File: src/common/tk1_types_pkg.sv
package tk1_types_pkg;

  // ---------------------------------------------------------------------------
  // Register bus request, qualified by cs
  // ---------------------------------------------------------------------------
  typedef struct packed {
    logic        we;
    logic [7:0]  address;
    logic [31:0] write_data;
  } bus_req_t;

  // ---------------------------------------------------------------------------
  // CPU memory access as seen by the monitor
  // ---------------------------------------------------------------------------
  typedef struct packed {
    logic        valid;
    // High for an instruction fetch
    logic        instr;
    logic [31:0] addr;
  } cpu_access_t;

  // Execution monitor window, inclusive bounds
  typedef struct packed {
    logic        en;
    logic [31:0] first;
    logic [31:0] last;
  } mon_cfg_t;

endpackage

File: src/common/tk1_reg_pkg.sv
package tk1_reg_pkg;

  // ---------------------------------------------------------------------------
  // Register address map
  // ---------------------------------------------------------------------------
  localparam logic [7:0] ADDR_NAME0         = 8'h00;
  localparam logic [7:0] ADDR_NAME1         = 8'h01;
  localparam logic [7:0] ADDR_VERSION       = 8'h02;
  localparam logic [7:0] ADDR_SWITCH_APP    = 8'h08;
  localparam logic [7:0] ADDR_LED           = 8'h09;
  localparam logic [7:0] ADDR_GPIO          = 8'h0a;
  localparam logic [7:0] ADDR_APP_START     = 8'h0c;
  localparam logic [7:0] ADDR_APP_SIZE      = 8'h0d;
  localparam logic [7:0] ADDR_BLAKE2S       = 8'h10;
  localparam logic [7:0] ADDR_CDI_FIRST     = 8'h20;
  localparam logic [7:0] ADDR_CDI_LAST      = 8'h27;
  localparam logic [7:0] ADDR_UDI_FIRST     = 8'h30;
  localparam logic [7:0] ADDR_UDI_LAST      = 8'h31;
  localparam logic [7:0] ADDR_RAM_ASLR      = 8'h40;
  localparam logic [7:0] ADDR_RAM_SCRAMBLE  = 8'h41;
  localparam logic [7:0] ADDR_CPU_MON_CTRL  = 8'h60;
  localparam logic [7:0] ADDR_CPU_MON_FIRST = 8'h61;
  localparam logic [7:0] ADDR_CPU_MON_LAST  = 8'h62;

  // Identity words, ASCII "tk1 " and "mkdf"
  localparam logic [31:0] CORE_NAME0   = 32'h746b3120;
  localparam logic [31:0] CORE_NAME1   = 32'h6d6b6466;
  localparam logic [31:0] CORE_VERSION = 32'h00000005;

  // Firmware RAM, never executable
  localparam logic [31:0] FW_RAM_FIRST = 32'hd0000000;
  localparam logic [31:0] FW_RAM_LAST  = 32'hd00007ff;

  // Device identity as programmed into the ROM
  localparam logic [31:0] UDI_WORD0 = 32'h00010203;
  localparam logic [31:0] UDI_WORD1 = 32'h04050607;

  // Bit positions and widths
  localparam int LED_R_BIT       = 2;
  localparam int LED_G_BIT       = 1;
  localparam int LED_B_BIT       = 0;
  localparam int GPIO3_BIT       = 2;
  localparam int GPIO4_BIT       = 3;
  localparam logic [2:0] LED_RESET = 3'b110;
  localparam int ASLR_WIDTH      = 15;
  localparam int TRAP_BLINK_BITS = 24;

endpackage
File: src/source/tk1_core.sv
`timescale 1ns/1ps

module tk1_core (
  input  logic                                clk,
  input  logic                                reset_n,
  input  logic                                cs,
  input  tk1_types_pkg::bus_req_t             req,
  input  tk1_types_pkg::cpu_access_t          cpu,
  input  logic                                cpu_trap,
  input  logic                                gpio1,
  input  logic                                gpio2,
  output logic [31:0]                         read_data,
  output logic                                ready,
  output logic                                fw_app_mode,
  output logic                                force_trap,
  output logic [tk1_reg_pkg::ASLR_WIDTH-1:0]  ram_aslr,
  output logic [31:0]                         ram_scramble,
  output logic                                led_r,
  output logic                                led_g,
  output logic                                led_b,
  output logic                                gpio3,
  output logic                                gpio4
);
  import tk1_types_pkg::*;

  mon_cfg_t    mon_cfg;
  logic [2:0]  led_value;
  logic        udi_addr;
  logic [31:0] udi_data;

  // Register file and bus decoder
  tk1_api api_i (
    .clk          (clk),
    .reset_n      (reset_n),
    .cs           (cs),
    .req          (req),
    .gpio1        (gpio1),
    .gpio2        (gpio2),
    .udi_data     (udi_data),
    .udi_addr     (udi_addr),
    .read_data    (read_data),
    .ready        (ready),
    .fw_app_mode  (fw_app_mode),
    .ram_aslr     (ram_aslr),
    .ram_scramble (ram_scramble),
    .gpio3        (gpio3),
    .gpio4        (gpio4),
    .led_value    (led_value),
    .mon_cfg      (mon_cfg)
  );

  security_monitor monitor_i (
    .clk        (clk),
    .reset_n    (reset_n),
    .cpu        (cpu),
    .mon_cfg    (mon_cfg),
    .force_trap (force_trap)
  );

  status_led led_i (
    .clk       (clk),
    .reset_n   (reset_n),
    .cpu_trap  (cpu_trap),
    .led_value (led_value),
    .led_r     (led_r),
    .led_g     (led_g),
    .led_b     (led_b)
  );

  udi_rom rom_i (
    .addr (udi_addr),
    .data (udi_data)
  );

endmodule

File: src/source/tk1_api.sv
`timescale 1ns/1ps

module tk1_api (
  input  logic                                clk,
  input  logic                                reset_n,
  input  logic                                cs,
  input  tk1_types_pkg::bus_req_t             req,
  input  logic                                gpio1,
  input  logic                                gpio2,
  input  logic [31:0]                         udi_data,
  output logic                                udi_addr,
  output logic [31:0]                         read_data,
  output logic                                ready,
  output logic                                fw_app_mode,
  output logic [tk1_reg_pkg::ASLR_WIDTH-1:0]  ram_aslr,
  output logic [31:0]                         ram_scramble,
  output logic                                gpio3,
  output logic                                gpio4,
  output logic [2:0]                          led_value,
  output tk1_types_pkg::mon_cfg_t             mon_cfg
);
  import tk1_reg_pkg::*;

  // ---------------------------------------------------------------------------
  // Registers
  // ---------------------------------------------------------------------------
  logic                  switch_app_reg;
  logic [2:0]            led_reg;
  logic [1:0]            gpio1_sync;
  logic [1:0]            gpio2_sync;
  logic                  gpio3_reg;
  logic                  gpio4_reg;
  logic [31:0]           app_start_reg;
  logic [31:0]           app_size_reg;
  logic [31:0]           blake2s_addr_reg;
  logic [31:0]           cdi_mem [0:7];
  logic                  cdi_access_reg;
  logic [ASLR_WIDTH-1:0] ram_aslr_reg;
  logic [31:0]           ram_scramble_reg;
  logic                  mon_en_reg;
  logic [31:0]           mon_first_reg;
  logic [31:0]           mon_last_reg;

  logic write_en;
  logic read_en;
  logic in_cdi;
  logic in_udi;

  assign write_en = cs && req.we;
  assign read_en  = cs && !req.we;
  assign in_cdi   = (req.address >= ADDR_CDI_FIRST) && (req.address <= ADDR_CDI_LAST);
  assign in_udi   = (req.address >= ADDR_UDI_FIRST) && (req.address <= ADDR_UDI_LAST);

  // ---------------------------------------------------------------------------
  // Write path with firmware-mode and monitor locks
  // ---------------------------------------------------------------------------
  always_ff @(posedge clk) begin
    if (!reset_n) begin
      switch_app_reg   <= 1'b0;
      led_reg          <= LED_RESET;
      gpio3_reg        <= 1'b0;
      gpio4_reg        <= 1'b0;
      app_start_reg    <= '0;
      app_size_reg     <= '0;
      blake2s_addr_reg <= '0;
      cdi_access_reg   <= 1'b1;
      ram_aslr_reg     <= '0;
      ram_scramble_reg <= '0;
      mon_en_reg       <= 1'b0;
      mon_first_reg    <= '0;
      mon_last_reg     <= '0;
      for (int i = 0; i < 8; i++) begin
        cdi_mem[i] <= '0;
      end
    end else if (write_en) begin
      case (req.address)
        // One-way switch, data ignored
        ADDR_SWITCH_APP: switch_app_reg <= 1'b1;
        ADDR_LED:        led_reg <= req.write_data[2:0];
        ADDR_GPIO: begin
          gpio3_reg <= req.write_data[GPIO3_BIT];
          gpio4_reg <= req.write_data[GPIO4_BIT];
        end
        ADDR_APP_START: begin
          if (!switch_app_reg) app_start_reg <= req.write_data;
        end
        ADDR_APP_SIZE: begin
          if (!switch_app_reg) app_size_reg <= req.write_data;
        end
        ADDR_BLAKE2S: begin
          if (!switch_app_reg) blake2s_addr_reg <= req.write_data;
        end
        ADDR_RAM_ASLR: begin
          if (!switch_app_reg) ram_aslr_reg <= req.write_data[ASLR_WIDTH-1:0];
        end
        ADDR_RAM_SCRAMBLE: begin
          if (!switch_app_reg) ram_scramble_reg <= req.write_data;
        end
        ADDR_CPU_MON_CTRL: mon_en_reg <= 1'b1;
        // Window is frozen once the monitor is armed
        ADDR_CPU_MON_FIRST: begin
          if (!mon_en_reg) mon_first_reg <= req.write_data;
        end
        ADDR_CPU_MON_LAST: begin
          if (!mon_en_reg) mon_last_reg <= req.write_data;
        end
        default: ;
      endcase

      // CDI is written by firmware only, every other write hides it
      if (in_cdi && !switch_app_reg) begin
        cdi_mem[req.address[2:0]] <= req.write_data;
      end else begin
        cdi_access_reg <= 1'b0;
      end
    end
  end

  // Two-flop synchronizers for the GPIO inputs
  always_ff @(posedge clk) begin
    if (!reset_n) begin
      gpio1_sync <= '0;
      gpio2_sync <= '0;
    end else begin
      gpio1_sync <= {gpio1_sync[0], gpio1};
      gpio2_sync <= {gpio2_sync[0], gpio2};
    end
  end

  // ---------------------------------------------------------------------------
  // Same-cycle read mux
  // ---------------------------------------------------------------------------
  always_comb begin
    read_data = '0;
    if (read_en) begin
      case (req.address)
        ADDR_NAME0:      read_data = CORE_NAME0;
        ADDR_NAME1:      read_data = CORE_NAME1;
        ADDR_VERSION:    read_data = CORE_VERSION;
        ADDR_SWITCH_APP: read_data = {32{switch_app_reg}};
        ADDR_LED:        read_data = {29'h0, led_reg};
        ADDR_GPIO: begin
          read_data = {28'h0, gpio4_reg, gpio3_reg, gpio2_sync[1], gpio1_sync[1]};
        end
        ADDR_APP_START:  read_data = app_start_reg;
        ADDR_APP_SIZE:   read_data = app_size_reg;
        ADDR_BLAKE2S:    read_data = blake2s_addr_reg;
        default: begin
          if (in_cdi && cdi_access_reg) begin
            read_data = cdi_mem[req.address[2:0]];
          end
          // UDI only visible to firmware
          if (in_udi && !switch_app_reg) begin
            read_data = udi_data;
          end
        end
      endcase
    end
  end

  assign ready        = cs;
  assign udi_addr     = req.address[0];
  assign fw_app_mode  = switch_app_reg;
  assign ram_aslr     = ram_aslr_reg;
  assign ram_scramble = ram_scramble_reg;
  assign gpio3        = gpio3_reg;
  assign gpio4        = gpio4_reg;
  assign led_value    = led_reg;
  assign mon_cfg      = '{en: mon_en_reg, first: mon_first_reg, last: mon_last_reg};

endmodule

File: src/security_monitor/security_monitor.sv
`timescale 1ns/1ps

module security_monitor (
  input  logic                        clk,
  input  logic                        reset_n,
  input  tk1_types_pkg::cpu_access_t  cpu,
  input  tk1_types_pkg::mon_cfg_t     mon_cfg,
  output logic                        force_trap
);
  import tk1_reg_pkg::*;

  logic out_of_ram;
  logic fw_ram_exec;
  logic window_exec;
  logic violation;
  logic force_trap_reg;

  // ---------------------------------------------------------------------------
  // Access rules
  // ---------------------------------------------------------------------------
  // RAM region decodes at 01 in the top bits, only 128 KiB is populated
  assign out_of_ram = (cpu.addr[31:30] == 2'b01) && (|cpu.addr[29:17]);

  // Firmware RAM holds data only
  assign fw_ram_exec = cpu.instr &&
                       (cpu.addr >= FW_RAM_FIRST) &&
                       (cpu.addr <= FW_RAM_LAST);

  // Application-defined no-execute window, once armed
  assign window_exec = cpu.instr && mon_cfg.en &&
                       (cpu.addr >= mon_cfg.first) &&
                       (cpu.addr <= mon_cfg.last);

  assign violation = cpu.valid && (out_of_ram || fw_ram_exec || window_exec);

  // ---------------------------------------------------------------------------
  // Sticky trap request, cleared only by reset
  // ---------------------------------------------------------------------------
  always_ff @(posedge clk) begin
    if (!reset_n) begin
      force_trap_reg <= 1'b0;
    end else if (violation) begin
      force_trap_reg <= 1'b1;
    end
  end

  assign force_trap = force_trap_reg;

endmodule

File: src/source/status_led.sv
`timescale 1ns/1ps

module status_led (
  input  logic       clk,
  input  logic       reset_n,
  input  logic       cpu_trap,
  input  logic [2:0] led_value,
  output logic       led_r,
  output logic       led_g,
  output logic       led_b
);
  import tk1_reg_pkg::*;

  logic [TRAP_BLINK_BITS-1:0] blink_ctr;
  logic [2:0]                 blink_state;
  logic [2:0]                 led_mux;

  // ---------------------------------------------------------------------------
  // Trap blink generator
  // ---------------------------------------------------------------------------
  // Red toggles each time the counter wraps, first on the edge after reset
  always_ff @(posedge clk) begin
    if (!reset_n) begin
      blink_ctr   <= '0;
      blink_state <= '0;
    end else begin
      blink_ctr <= blink_ctr + 1'b1;
      if (blink_ctr == '0) begin
        blink_state[LED_R_BIT] <= ~blink_state[LED_R_BIT];
      end
    end
  end

  // Trap pattern overrides the software value
  assign led_mux = cpu_trap ? blink_state : led_value;

  assign led_r = led_mux[LED_R_BIT];
  assign led_g = led_mux[LED_G_BIT];
  assign led_b = led_mux[LED_B_BIT];

endmodule

File: src/source/udi_rom.sv
`timescale 1ns/1ps

module udi_rom (
  input  logic        addr,
  output logic [31:0] data
);
  import tk1_reg_pkg::*;

  // Stand-in for the device-programmed identity ROM
  always_comb begin
    case (addr)
      1'b0:    data = UDI_WORD0;
      default: data = UDI_WORD1;
    endcase
  end

endmodule

File: config.mk
export PLATFORM = sky130hd
export DESIGN_NAME = tk1_core
export DESIGN_NICKNAME = d
export VERILOG_FILES = /design/src/common/tk1_types_pkg.sv /design/src/common/tk1_reg_pkg.sv /design/src/source/tk1_core.sv /design/src/source/tk1_api.sv /design/src/security_monitor/security_monitor.sv /design/src/source/status_led.sv /design/src/source/udi_rom.sv
export SDC_FILE = /design/constraint.sdc
export NUM_CORES = 1
export LEC_CHECK = 0
export ABC_CLOCK_PERIOD_IN_PS = 5600
export BUFFER_PORTS_ARGS = -buffer_cell sky130_fd_sc_hd__buf_2
export CORE_ASPECT_RATIO = 1.2
export CORE_MARGIN = 10
export CORE_UTILIZATION = 55
export CTS_BUF_LIST = sky130_fd_sc_hd__clkbuf_16
export DETAILED_ROUTE_END_ITERATION = 12
export PLACE_DENSITY = 0.74
export SLEW_MARGIN = 25
export SYNTH_ARGS = -nofsm -noshare
export SYNTH_HDL_FRONTEND = slang
export SYNTH_SLANG_ARGS = --single-unit
File: constraint.sdc
create_clock -name clk -period 5.6 [get_ports clk]
set_clock_uncertainty 0.1 [all_clocks]
set_input_delay 0.28 -clock clk [delete_from_list [all_inputs] [get_ports clk]]
set_output_delay 0.28 -clock clk [all_outputs]
set_load 0.05 [all_outputs]
; Word level (Yosys, flattened, before mapping)
; Memory sizes are Yosys's and may differ from the RTL's.
; Cells that the tools add are included.
; W data, S select, Z words.
[totals]
latch_bits = 0
mem_bits_rw = 256
mem_bits_ro = 0
reg_bits = 245
in_bits = 81
mem_count = 1
out_inout_bits = 87
[op_classes]
addsub = 1
shifts = 0
mul = 0
n_reduce_logical = 34
n_eq_ne = 14
div = 0
bitwise_logic = 4
order_cmp = 8
muxes = 14
[mem_list]
columns = memory, words, word_bits, read_ports, rd_clocked_by_memory_dff, write_ports, line_no
row1 = api_i.cdi_mem, 8, 32, 1, 0, 8, tk1_api.sv:36  ; logic [31:0] cdi_mem [0:7];
[ops]
columns = cell, n
row1 = $pmux W32 S9, 1
row2 = $mux W32, 4
row3 = $eq A8 B4 Y1 const B, 5
row4 = $eq A8 B7 Y1 const B, 5
row5 = $ge A32 B32 Y1, 1
row6 = $ge A32 B32 Y1 const B, 1
row7 = $le A32 B32 Y1, 1
row8 = $le A32 B32 Y1 const B, 1
row9 = $reduce_or A32 Y1, 1
row10 = $mux W27, 1
row11 = $add A24 B1 Y24 const B, 1
row12 = $logic_not A24 Y1, 1
row13 = $reduce_and A3 Y1, 7
row14 = $ge A8 B6 Y1 const B, 2
row15 = $le A8 B6 Y1 const B, 2
row16 = $logic_and A1 B1 Y1, 14
row17 = $reduce_or A13 Y1, 1
row18 = $reduce_and A2 Y1, 5
row19 = $eq A8 B1 Y1 const B, 1
row20 = $eq A8 B2 Y1 const B, 1
row21 = $eq A8 B5 Y1 const B, 1
row22 = $logic_not A8 Y1, 1
row23 = $mux W1, 6
row24 = $mux W3, 2
row25 = other kinds (4), 9

; Longest topological paths before layout
[depth]
word_depth = 9
mapped_depth = 9
ltp_nobuf = 8

; Cells and area by module
; A second synthesis with hierarchy kept.
[hier_totals]
hier_cells = 2258
hier_area_um2 = 24701.2
[by_module_without_submodules]
columns = module, cells_each, seq_area_each_um2, area_per_inst_um2, instances
row1 = tk1_api, 1856, 12071.6, 21565.7, 1
row2 = security_monitor, 228, 20.0, 1694.1, 1
row3 = status_led, 140, 500.5, 1193.6, 1
row4 = udi_rom, 34, 0.0, 247.7, 1

; Least setup slack after synthesis
; OpenSTA, ideal clock, no wires.
[synth_path]
path_type = register -> register
from = reg api_i.switch_app_reg, in the netlist api_i.fw_app_mode
to = mem api_i.cdi_mem[7][0], enable pin
path_buffers = 0
required_ps = 5034
setup_slack_ps = 1441
t_arrival_ps = 3593
stages_incl_launch_ff = 5
path_cell_list = dfxtp_1 nor2_1 and3_1 nand2_1 o21ai_0
[synth_rtl]
columns = element, line_no
row1 = "start, declared", tk1_api.sv:27  ; logic switch_app_reg;
row2 = "start signal, assigned", tk1_api.sv:59  ; switch_app_reg <= 1'b0;
row3 = "start signal, assigned", tk1_api.sv:78  ; ADDR_SWITCH_APP: switch_app_reg <= 1'b1;
row4 = "end, declared", tk1_api.sv:36

; Worst setup path in the final report
[layout_path]
from = in req[36] in the netlist's numbering
to = out read_data[1]
[layout_between]
elab_chain_cells = 7
[layout_lines]
columns = element, line_no
row1 = "start, declared", tk1_core.sv:7  ; input tk1_types_pkg::bus_req_t req,
row2 = $ge A8 B6 Y1 / $le A8 B6 Y1 (equally long branches), tk1_api.sv:51  ; assign in_cdi = (req.address >= ADDR_CDI_FIRST) && (req.address <= ADDR_CDI_LAST);
row3 = $logic_and A1 B1 Y1, tk1_api.sv:51
row4 = $logic_and A1 B1 Y1, tk1_api.sv:149  ; if (in_cdi && cdi_access_reg) begin
row5 = $mux W32, tk1_api.sv:149
row6 = $mux W32, tk1_api.sv:153  ; if (in_udi && !switch_app_reg) begin
row7 = $pmux W32 S9 (*), tk1_api.sv:136  ; case (req.address)
row8 = $mux W32 (*), tk1_api.sv:135  ; if (read_en) begin
row9 = "end, declared", tk1_core.sv:12  ; output logic [31:0] read_data,
; Mark *: on every way between the ends. The rest lies on a longest branch, timed or not.

==> results_dict.tcl <==
set metrics [dict create \
    worstPathRequired_ps 5220 \
    p_per_area_mw_per_mm2 288 \
    place_congestion 0.961 \
    cts_max_level 2 \
    dp_hpwl_mm 42.9 \
    ctsResizeCount 0 \
    die_h_um 247 \
    worst-path-buf-inv 2 \
    synthMuxAreaShare 0.0735 \
    synthCells 2262 \
    largest_register "api_i.cdi_mem" \
    synth_xor_area_frac 0.00591 \
    timing.final.crit_share 0.756 \
    setup_viol 0 \
    reg2reg_slack_ps 2140 \
    cp-end-kind "primary output" \
    pin_count 168 \
    ys.flop_type "edfxtp_1" \
    critPathLaunchType "input pin" \
    fin_nets 2498 \
    grt_pass1_vias 17900 \
    port_buffers 167 \
    cpPeakStageDelay_ps 860 \
    cts_tree "yes" \
    slew_viol_final 0 \
    cpMostUsedCell "buf_2" \
    fmax_mhz 236 \
    async_flop_share 0 \
    ir_drop_mv 0.249 \
    num_vias 17600 \
    area_growth_pct 12.4 \
    post-route-util 0.624 \
    grt_usage 0.251 \
    syn-num-nets 2409 \
    cts_sinks 501 \
    synth_simple_gate_area_frac 0.196 \
    grt_max_degree 102 \
    status "complete, no violations" \
    cpLargestDelayFamily "simple AND/OR/NAND/NOR gates" \
    worstMarginPinSlew_ps 1100 \
    cp_data_arrival_time_ps 3850 \
    path_depth 7 \
    design_area_mm2 0.0267 \
    yosysUniqueCellTypes 65 \
    antenna_found_initial 6 \
    leakage_uw 0.00958 \
    slowest_stage "nor3_4" \
    die_w_um 210 \
    start_util 0.555 \
    worstPathMaxFanout 22 \
    power_uw 7680 \
    viasPerCell 5.99 \
    ff2ff_path_depth 6 \
    wl_mm 66.4 \
    wl_per_cell_um 22.6 \
    r2r_start "api_i.fw_app_mode$_SDFFE_PN0P_" \
    slew_headroom 0.262 \
    drive_gt1_frac 0.157 \
    finalHoldViolations 0 \
    hold_path.class "input pin to register" \
    synthAdderAreaFrac 0.0348 \
    clk_path_buf_depth 3 \
    rr_endpoint "api_i.cdi_mem[6][21]$_SDFFCE_PN0P_" \
    insertion_delay_ps 580 \
    syn_avg_cell_area_um2 10.5 \
    maxCapViolCount 0 \
    synth-edff-count 256 \
    post_cts_buffers 0 \
    layout_setup_ws_ps 1370 \
    synth_top_family_by_area "simple AND/OR/NAND/NOR gates" \
    rows 83 \
    place_ws_ps 1730 \
    grt_pass1_wl_mm 102 \
    ys_seq_area_frac 0.531 \
    root_buffer "clkbuf_16" \
    cts_buffers 47 \
    placed_area_mm2 0.0249 \
    first_iter_violations 1608 \
    path_cells "buf_2 > nor4_2 > nand3_1 > nor3_4 > a222oi_1 > a311oi_1 > buf_2" \
    synth_seq_cells 501 \
    synth-compound-area-share 0.116 \
    die_area_mm2 0.0518 \
    clkSlewWorstSetupHoldPaths_ps 70 \
    period_needed_ps 4230 \
    largest_reg_flops 256 \
    syn_area_mm2 0.0237 \
    fin_tns_setup_ps 0 \
    core_area_mm2 0.0427 \
    rsz0062_at_grt "no" \
    ant_nets 0 \
    grt_overflow 0 \
    drc 0 \
    synth_warnings 0 \
    critPathLaunch "req[36]" \
    cp-endpoint "read_data[1]" \
    crit_type "input pin to primary output" \
    drt-pass1-iter-count 7 \
]
-- repair_timing --
action,in CTS,in global routing
hold buffers,21,0
hold endpoints to repair,62,0
endpoints found under the setup margin,0,0
-- cell usage in the layout, fill, tap and decap left out, types with 11 or more instances in the layout --
cell	netlist	routed
a21oi_1	46	46
ha_1	66	66
buf_2	38	164
mux4_2	64	64
and2_1	244	243
nand2_1	491	489
a21boi_1	67	67
nand4_1	19	19
o21ai_0	48	44
clkbuf_16	0	48
nor4_1	12	11
a22oi_1	27	27
and3_1	40	40
nor2_1	21	16
buf_4	2	32
a21o_1	18	18
nand3_1	17	17
edfxtp_1	256	256
mux2i_1	29	29
dfxtp_1	245	245
a21boi_0	132	132
nor2b_1	30	28
inv_1	69	79
dlygate4sd3_1	0	21
a31oi_1	24	24
or3_1	11	11
-- layout make-up --
type                    count  area (µm²)
inverters                  70         263
clock inverters            38         320
repair buffers            218        1280
fillers                  3333       16000
clock buffers              48        1200
diodes                      4        10.0
flip-flops and latches    501       12600
multi-input cells        1513       10300
well taps                 552         691
-- worst min-delay path by stage --
stage,from,end,depth (start not counted)
after global placement,api_i.gpio1_sync[0]$_SDFF_PN0_,api_i.gpio1_sync[1]$_SDFF_PN0_,1
after detailed placement,api_i.gpio1_sync[0]$_SDFF_PN0_,api_i.gpio1_sync[1]$_SDFF_PN0_,1
final,req[24],api_i.mon_first_reg[24]$_SDFFE_PN0P_,3
after CTS,req[21],api_i.mon_first_reg[21]$_SDFFE_PN0P_,3
after floorplan,gpio1,api_i.gpio1_sync[0]$_SDFF_PN0_,1
after global routing,req[23],api_i.mon_first_reg[23]$_SDFFE_PN0P_,3
-- where the power goes --
group | leakage, µW | switching [µW] | total (µW) | internal, µW
sequential | 0.00440 | 32.4 | 3980 | 3950
clock | 0.000782 | 1400 | 3190 | 1790
combinational | 0.00440 | 317 | 508 | 190
total | 0.00958 | 1750 | 7680 | 5930
-- worst register-to-register path: cells and delay by family (launching register included) --
kind / cells / cell delay, ps
and+or+nand+nor: 3 / 1100
buffers and inverters: 2 / 800
AOI/OAI and AO/OA: 1 / 730
DFF: 1 / 400
-- synth_stat cells, types with 11 or more instances --
cell | instances | area share
mux2i_1 | 29 | 0.012
a21boi_0 | 132 | 0.042
mux4_2 | 64 | 0.061
a31oi_1 | 24 | 0.0063
a21oi_1 | 46 | 0.0097
o21ai_0 | 48 | 0.010
dfxtp_1 | 245 | 0.21
or3_1 | 11 | 0.0029
nand3_1 | 17 | 0.0036
and3_1 | 40 | 0.011
nand2b_1 | 14 | 0.0037
a22oi_1 | 27 | 0.0085
edfxtp_1 | 256 | 0.32
nand2_1 | 491 | 0.078
nor2_1 | 21 | 0.0033
a21boi_1 | 67 | 0.021
and2_1 | 244 | 0.064
buf_2 | 38 | 0.0080
clkbuf_1 | 131 | 0.021
inv_1 | 69 | 0.011
ha_1 | 66 | 0.035
a21o_1 | 18 | 0.0057
nor2b_1 | 30 | 0.0079
nand4_1 | 19 | 0.0050
nor4_1 | 12 | 0.0032
-- kinds of logic (layout without fill, tap and decap cells) --
kind of cell | count (synthesis) | in the layout
AND/OR/NAND/NOR | 939 | 939
adder cells (fa/ha/maj) | 66 | 66
other | 0 | 4
buffers and inverters | 248 | 374
XOR/XNOR | 16 | 16
flip-flops | 501 | 501
multiplexers | 94 | 94
AO/OA/AOI/OAI | 398 | 398
-- stage by stage --
| stage | hold WS (ps) | instances |
|---|---|---|
| final | 14.6 | 2944 |
| after global routing | 10.6 | 2943 |
| after CTS | 0.481 | 2940 |
| after detailed placement | 327 | 2833 |
| after global placement | 317 | 2833 |
| after floorplan | 307 | 2262 |
-- layer usage --
metal,GRT usage,wire [µm]
met5,0,24
met4,0.119,2920
met3,0.0524,5410
met2,0.426,32700
met1,0.301,25400
No activity file was read; power rests on OpenSTA's default activity.
